**src/dcache_config.svh**
```systemverilog
`ifndef DCACHE_CONFIG_SVH
`define DCACHE_CONFIG_SVH

// address split is tag | index | byte offset
`define DC_ADDR_W 32

`define DC_SETS 64
`define DC_INDEX_W 6

// four 32-bit words per line
`define DC_LINE_WORDS 4
`define DC_OFFSET_W 4

`define DC_TAG_W 22

`define DC_WAYS 2

`endif

```
**src/dcache_pkg.sv**
```systemverilog
`include "dcache_config.svh"

package dcache_pkg;

    typedef struct packed {
        logic                  write;
        logic [`DC_ADDR_W-1:0] addr;
        logic [31:0]           wdata;
        logic [3:0]            strb;
    } cpu_req_t;

    // store responses carry the merged word
    typedef struct packed {
        logic [31:0] rdata;
    } cpu_rsp_t;

    typedef struct packed {
        logic                  write;
        logic [`DC_ADDR_W-1:0] addr;
    } mem_cmd_t;

    // shared by write beats and read returns
    typedef struct packed {
        logic [31:0] data;
        logic        last;
    } mem_beat_t;

    typedef struct packed {
        logic [`DC_WAYS-1:0]  hit_way;
        logic                 hit;
        logic                 victim_way;
        logic                 victim_valid;
        logic                 victim_dirty;
        logic [`DC_TAG_W-1:0] victim_tag;
    } lookup_t;

    typedef enum logic [3:0] {
        st_idle,
        st_lookup,
        st_respond,
        st_wb_cmd,
        st_wb_data,
        st_wb_wait,
        st_rf_cmd,
        st_rf_data,
        st_rf_write
    } dc_state_t;

endpackage

```
**src/dcache_ctrl.sv**
```systemverilog
`include "dcache_config.svh"

module dcache_ctrl import dcache_pkg::*; (
    input  logic                              clk,
    input  logic                              arst_n,
    // core side
    input  logic                              req_valid,
    input  cpu_req_t                          req,
    output logic                              req_ready,
    output logic                              rsp_valid,
    output cpu_rsp_t                          rsp,
    // memory side
    output logic                              mem_cmd_valid,
    input  logic                              mem_cmd_ready,
    output mem_cmd_t                          mem_cmd,
    output logic                              mem_wdata_valid,
    input  logic                              mem_wdata_ready,
    output mem_beat_t                         mem_wdata,
    input  logic                              mem_rdata_valid,
    input  mem_beat_t                         mem_rdata,
    input  logic                              mem_wdone,
    // array results
    input  lookup_t                           lookup,
    input  logic [`DC_WAYS-1:0][`DC_LINE_WORDS-1:0][31:0] rd_line,
    // tag lookup control
    output logic [`DC_INDEX_W-1:0]            arr_index,
    output logic [`DC_TAG_W-1:0]              lookup_tag,
    output logic                              upd_en,
    output logic                              upd_way,
    output logic [`DC_TAG_W-1:0]              upd_tag,
    output logic                              set_dirty,
    output logic                              touch_en,
    output logic                              touch_way,
    // data array writes
    output logic                              wr_en,
    output logic                              wr_way,
    output logic [`DC_INDEX_W-1:0]            wr_index,
    output logic [$clog2(`DC_LINE_WORDS)-1:0] wr_word,
    output logic [3:0]                        wr_strb,
    output logic [31:0]                       wr_data
);

    localparam int WORD_W = $clog2(`DC_LINE_WORDS);

    dc_state_t state_q;
    dc_state_t state_d;

    cpu_req_t             req_q;
    cpu_rsp_t             rsp_q;
    logic                 victim_way_q;
    logic [`DC_TAG_W-1:0] victim_tag_q;
    logic [WORD_W-1:0]    beat_cnt;

    logic                   accept;
    logic                   beat_last;
    logic [`DC_TAG_W-1:0]   req_tag;
    logic [`DC_INDEX_W-1:0] req_index;
    logic [WORD_W-1:0]      req_word;
    logic [31:0]            hit_word;
    logic [31:0]            merged_word;
    logic                   hit_idx;
    logic                   store_hit;
    logic                   refill_beat;

    assign req_tag   = req_q.addr[`DC_ADDR_W-1 -: `DC_TAG_W];
    assign req_index = req_q.addr[`DC_OFFSET_W +: `DC_INDEX_W];
    assign req_word  = req_q.addr[2 +: WORD_W];

    assign req_ready = (state_q == st_idle);
    assign accept    = req_valid && req_ready;
    assign beat_last = (beat_cnt == WORD_W'(`DC_LINE_WORDS - 1));

    // both arrays latch the incoming index on the accept edge
    assign arr_index  = (state_q == st_idle) ? req.addr[`DC_OFFSET_W +: `DC_INDEX_W] : req_index;
    assign lookup_tag = req_tag;

    // hit way select, then store bytes merged over it
    always_comb begin
        hit_word = '0;
        hit_idx  = 1'b0;
        for (int w = 0; w < `DC_WAYS; w++) begin
            if (lookup.hit_way[w]) begin
                hit_word = rd_line[w][req_word];
                hit_idx  = 1'(w);
            end
        end
        merged_word = hit_word;
        if (req_q.write) begin
            for (int b = 0; b < 4; b++) begin
                if (req_q.strb[b]) begin
                    merged_word[8*b +: 8] = req_q.wdata[8*b +: 8];
                end
            end
        end
    end

    always_comb begin
        state_d = state_q;
        unique case (state_q)
            st_idle:     if (accept) state_d = st_lookup;
            st_lookup: begin
                if (lookup.hit) begin
                    state_d = st_respond;
                end else if (lookup.victim_valid && lookup.victim_dirty) begin
                    state_d = st_wb_cmd;
                end else begin
                    state_d = st_rf_cmd;
                end
            end
            st_respond:  state_d = st_idle;
            st_wb_cmd:   if (mem_cmd_ready) state_d = st_wb_data;
            st_wb_data:  if (mem_wdata_ready && beat_last) state_d = st_wb_wait;
            st_wb_wait:  if (mem_wdone) state_d = st_rf_cmd;
            st_rf_cmd:   if (mem_cmd_ready) state_d = st_rf_data;
            st_rf_data:  if (mem_rdata_valid && mem_rdata.last) state_d = st_rf_write;
            // replay the original request as a hit
            st_rf_write: state_d = st_lookup;
            default:     state_d = st_idle;
        endcase
    end

    always_ff @(posedge clk or negedge arst_n) begin
        if (!arst_n) begin
            state_q  <= st_idle;
            beat_cnt <= '0;
        end else begin
            state_q <= state_d;
            if (state_q == st_wb_cmd || state_q == st_rf_cmd) begin
                beat_cnt <= '0;
            end else if ((state_q == st_wb_data && mem_wdata_ready) || refill_beat) begin
                beat_cnt <= beat_cnt + 1'b1;
            end
        end
    end

    always_ff @(posedge clk) begin
        if (accept) begin
            req_q <= req;
        end
        if (state_q == st_lookup) begin
            if (lookup.hit) begin
                rsp_q.rdata <= merged_word;
            end else begin
                victim_way_q <= lookup.victim_way;
                victim_tag_q <= lookup.victim_tag;
            end
        end
    end

    assign rsp_valid = (state_q == st_respond);
    assign rsp       = rsp_q;

    // one command at a time, writeback before refill
    assign mem_cmd_valid = (state_q == st_wb_cmd) || (state_q == st_rf_cmd);
    always_comb begin
        mem_cmd.write = (state_q == st_wb_cmd);
        if (state_q == st_wb_cmd) begin
            mem_cmd.addr = {victim_tag_q, req_index, {`DC_OFFSET_W{1'b0}}};
        end else begin
            mem_cmd.addr = {req_tag, req_index, {`DC_OFFSET_W{1'b0}}};
        end
    end

    assign mem_wdata_valid = (state_q == st_wb_data);
    assign mem_wdata.data  = rd_line[victim_way_q][beat_cnt];
    assign mem_wdata.last  = beat_last;

    assign store_hit   = (state_q == st_lookup) && lookup.hit && req_q.write;
    assign refill_beat = (state_q == st_rf_data) && mem_rdata_valid;

    assign touch_en  = (state_q == st_lookup) && lookup.hit;
    assign touch_way = hit_idx;
    assign set_dirty = store_hit;

    assign upd_en  = (state_q == st_rf_write);
    assign upd_way = victim_way_q;
    assign upd_tag = req_tag;

    // store hits and refill beats share the write port
    assign wr_en    = store_hit || refill_beat;
    assign wr_way   = store_hit ? hit_idx : victim_way_q;
    assign wr_index = req_index;
    assign wr_word  = store_hit ? req_word : beat_cnt;
    assign wr_strb  = store_hit ? req_q.strb : 4'hf;
    assign wr_data  = store_hit ? req_q.wdata : mem_rdata.data;

endmodule

```
**config.mk**
```make
export PLATFORM = sky130hd
export DESIGN_NAME = dcache_ctrl
export DESIGN_NICKNAME = d
export VERILOG_FILES = /design/src/dcache_pkg.sv /design/src/dcache_ctrl.sv
export VERILOG_INCLUDE_DIRS = /design/src /design/src/src
export SDC_FILE = /design/constraint.sdc
export NUM_CORES = 1
export LEC_CHECK = 0
export ABC_AREA = 0
export BUFFER_PORTS_ARGS = -buffer_cell sky130_fd_sc_hd__buf_2
export CORE_AREA = 2 2 231 233
export CTS_CLUSTER_DIAMETER = 40
export DETAILED_ROUTE_END_ITERATION = 7
export DIE_AREA = 0 0 233 235
export PLACE_DENSITY_LB_ADDON = 0.3
export SYNTH_ARGS = -nofsm -noshare
export SYNTH_HDL_FRONTEND = slang
export SYNTH_SLANG_ARGS = --single-unit
```
**constraint.sdc**
```tcl
create_clock -name clk -period 6.4 [get_ports clk]
set_clock_uncertainty 0.05 [all_clocks]
set_input_delay 0.32 -clock clk [delete_from_list [all_inputs] [get_ports clk]]
set_output_delay 0.32 -clock clk [all_outputs]
set_load 0.05 [all_outputs]
```
==> summary by stage <==
Worst setup path
On the critical path the largest part of the delay comes from simple AND/OR/NAND/NOR gates. The worst setup path is captured at a primary output. The startpoint of the lowest-slack register-to-register path is req_q[39]$_DFFE_PP_. The critical path startpoint category is a flip-flop. The required arrival time at the worst endpoint is 6030 ps. The critical path starts at state_q[0]$_DFFE_PN0P_.

The critical path start-end classification is flip-flop to primary output. The highest cell delay on the worst timing path is 700 ps. Along the worst path, the maximum fanout reaches 41. Among all stages on the critical path, the largest delay is contributed by sky130_fd_sc_hd__dfrtp_1. The critical path goes through nor4b_4 > and2_4 > nand2_4 > mux2_4 > buf_2.

The data arrival time at the worst-slack endpoint is 3460 ps. Counting both buffers and inverters, the worst setup path holds a total of 1.

Floorplan
The die extent in y is 235 um. The I/O pin count is 596. The core region is 52200 um2. After floorplanning, the core was divided into 84 placement rows. Once the floorplan was initialized, standard cells occupied 18.5% of the core. The area enclosed by the die boundary is 54800 um2.

The die is 233 um wide.

Job
The number of maximum-capacitance violations is 0.

Global routing
For this run the aggregate overflow at the end of global routing stands at 0. The first global-routing pass estimated 59500 um of wire. Across every metal layer, demand over resource in global routing totals 14.8%.

The number of antenna violations at the first check in global routing is 10. Entering global routing, the biggest net connects 68 pins. The via count of the first global-routing pass came to 9093.

Timing
The worst path uses 59.9% of the clock period. The count of pins over their slew limit came to 0. The count of final hold-check violations came to 0. The highest achievable clock rate is 261 MHz.

Setup repair after global routing left no endpoint under its margin. On the final layout, the worst hold slack is 36.6 ps. The worst path setup slack after routing is 2570 ps. The tightest slew margin relative to the limit is 30.0%. The count of final setup violators is 0. Summed over all failing endpoints, the final setup total negative slack is 0 ps. The clock period could shrink to 3830 ps. The slew at the pin closest to its max-slew limit is 1050 ps.

CTS
After clock tree synthesis, the setup repair step added 0 buffers. In this run, post-CTS hold repair placed 83 buffers. Post-CTS repair changed the size of 0 cells. The clock network latency to the later pin of the worst-skew pair is 420 ps.

The TritonCTS clock tree is built. The clock passes through at most 2 buffers. The number of clock buffers added by TritonCTS is 17.

The root buffer cell is sky130_fd_sc_hd__clkbuf_16. The total clock sinks is 128. The clock-pin slew of the registers on the worst-case setup and hold paths is 60 ps.

The H-tree generated during clock tree synthesis spans 4 levels.

Pwr
The areal power density over the cells is 359 nW/um2. The leakage power summed over all cells is 6.08 nW. IR analysis of the VDD net gives a maximum drop of 0.153 mV.

Layout
The footprint of the multi-input gates is 5040 um2. Summing all non-filler instances in the final layout gives an area of 14200 um2. The area growth from synthesis to layout is 46.8%. Cells with a size suffix above 1 make up 64.5% of the layout. Once layout is complete, the cells apart from fillers number 1977. The count of fill cells added during filler insertion is 5499.

The number of nets in the final layout is 1669. Across the whole layout, storage elements account for 3820 um2.

Hold path
The type of the worst min-delay path is input pin to flip-flop. The worst hold path begins at req[18].

Yosys
The count of yosys warnings during synthesis is 0. Among all flip-flop cells after synthesis, the most frequent one is sky130_fd_sc_hd__edfxtp_1. Counting every instance in the synthesized netlist gives 696. The cell area after synthesis is 9690 um2. Counting flops with a built-in enable in the synthesized netlist gives 122. Of all flip-flops after synthesis, the portion carrying an async set or reset was 4.69%.

The sequential-to-total area share from yosys stat is 39.4%. Counting distinct cell types in the post-synthesis netlist gives 44. The register bit total from synthesis is 128. The average cell area after synthesis is 13.9 um2.

Route
The wire length per cell after detailed routing is 21.2 um. The detailed-route DRC error count is 0. For this run, the detailed router's first-pass iteration total came to 5. The detail route stage leaves a number of antenna-violating nets equal to 0. Summing over every cut layer, the via total after detailed routing is 8557. Using the TritonRoute via totals, the vias-per-cell ratio works out to 4.33. The final layout contains routed wiring with a total length of 41900 um.

In this run, the number of DRC markers left after iteration 0 of detailed routing was 388.

Placement
The worst setup slack before clock tree synthesis is 2990 ps. Summed over all nets, the half-perimeter wirelength after detailed placement is 33200 um. The area of placed instances is 12800 um2. Once placement completed, the tool counted placed cells totaling 1861. The placer congestion estimate is 0.852. The number of buffers inserted by port buffering is 589.

Outcome
The run finished with clean final reports.
==> placed cells by master, fill, tap and decap left out, drive strengths merged, types with 2 or more instances in the layout <==
cell and instances:
a21oi 3, a22oi 32, a311o 2, and2 6, buf 598, bufinv 5
clkbuf 20, clkinv 7, conb 4, dfrtp 6, dlygate4sd3 83, edfxtp 122
inv 6, mux2 65, mux4 128, nand2 135, nor2 2, nor2b 4
nor3 3, nor4b 3, o21ai 32, o22ai 2, or2 5
==> registers in the layout, summed over array words and instances, names as in the netlist <==
signal and count:
beat_cnt 2, victim_tag_q 22, lookup_tag 22, rsp 32
req_q 39, wr_index 6, state_q 4, upd_way 1
==> path summary, 6_finish.rpt <==
path / end / slack, ps / cells past startpoint
max: wr_data[2] / 2570 / 5
min: req_q[18]$_DFFE_PP_ / 40 / 1
max reg2reg: rsp[10]$_DFFE_PP_ / 3600 / 5
min reg2reg: rsp[29]$_DFFE_PP_ / 530 / 2
max in group asynchronous: beat_cnt[0]$_DFFE_PN0P_ / 5920 / 2
min in group asynchronous: state_q[3]$_DFFE_PN0P_ / 210 / 2
==> synth_stat cells (2+ instances only) <==
master,instances,share of area [%]
sky130_fd_sc_hd__clkbuf_1,13,0.50
sky130_fd_sc_hd__nor2b_1,4,0.26
sky130_fd_sc_hd__nor3_1,2,0.10
sky130_fd_sc_hd__dfrtp_1,6,1.5
sky130_fd_sc_hd__edfxtp_1,122,38
sky130_fd_sc_hd__a311o_1,2,0.21
sky130_fd_sc_hd__mux2_4,35,5.4
sky130_fd_sc_hd__nor4b_1,2,0.18
sky130_fd_sc_hd__nor2_1,2,0.078
sky130_fd_sc_hd__or2_2,5,0.32
sky130_fd_sc_hd__a21oi_1,3,0.15
sky130_fd_sc_hd__o21ai_0,32,1.7
sky130_fd_sc_hd__buf_1,12,0.46
sky130_fd_sc_hd__and2_1,5,0.32
sky130_fd_sc_hd__a22oi_1,32,2.5
sky130_fd_sc_hd__buf_6,11,1.3
sky130_fd_sc_hd__buf_2,16,0.83
sky130_fd_sc_hd__buf_4,72,5.6
sky130_fd_sc_hd__mux4_2,128,30
sky130_fd_sc_hd__o22ai_1,2,0.13
sky130_fd_sc_hd__nand2_1,134,5.2
sky130_fd_sc_hd__inv_1,6,0.23
sky130_fd_sc_hd__mux2_2,29,3.4
==> worst register-to-register path, delay by kind of cell, from the launching register on <==
family / cells / cell delay [ps]
DFF: 1 / 320
AOI/OAI and AO/OA: 2 / 860
buffers and inverters: 2 / 850
muxes: 1 / 430
==> layout make-up <==
class | count | share of cell area [%]
antenna | 1 | 0.0176
inverter | 6 | 0.158
clock buffer | 20 | 3.07
multi-input combinational | 441 | 35.4
tap | 688 | 6.05
timing repair buffer | 681 | 27.1
sequential | 128 | 26.8
clock inverter | 12 | 1.33
==> power breakdown <==
| group | leakage (nW) | internal [mW] | switching, mW |
|---|---|---|---|
| registers | 1.18 | 1.07 | 0.171 |
| logic | 4.60 | 0.920 | 1.88 |
| clock network | 0.305 | 0.688 | 0.382 |
| total | 6.08 | 2.68 | 2.43 |
==> metrics by stage <==
step	util, %	power (mW)
4_1_cts	27.2	5.19
5_1_grt	27.2	5.36
6_report	27.2	5.11
2_1_floorplan	-	3.37
3_5_place_dp	24.4	4.05
3_3_place_gp	24.4	4.04
==> layer usage <==
metal  track usage, %  up-vias  share of wire (%)
li1                 -     3842                  -
met1             16.7     4237                 38
met2             27.6      426                 53
met3             3.67       46                7.0
met4             3.71        6                2.0
met5                0        -               0.10
==> logic make-up after synthesis <==
kind of cell | after synthesis | share of synthesized area [%]
xor+xnor | 1 | 0.0904
simple gates | 165 | 7.70
fa+ha+maj | 1 | 0.129
buf+inv | 130 | 8.89
flops | 128 | 39.4
compound gates | 76 | 5.02
other cells | 1 | 0.0387
mux | 194 | 38.8
Note: power is estimated with default switching activity, not from simulation.
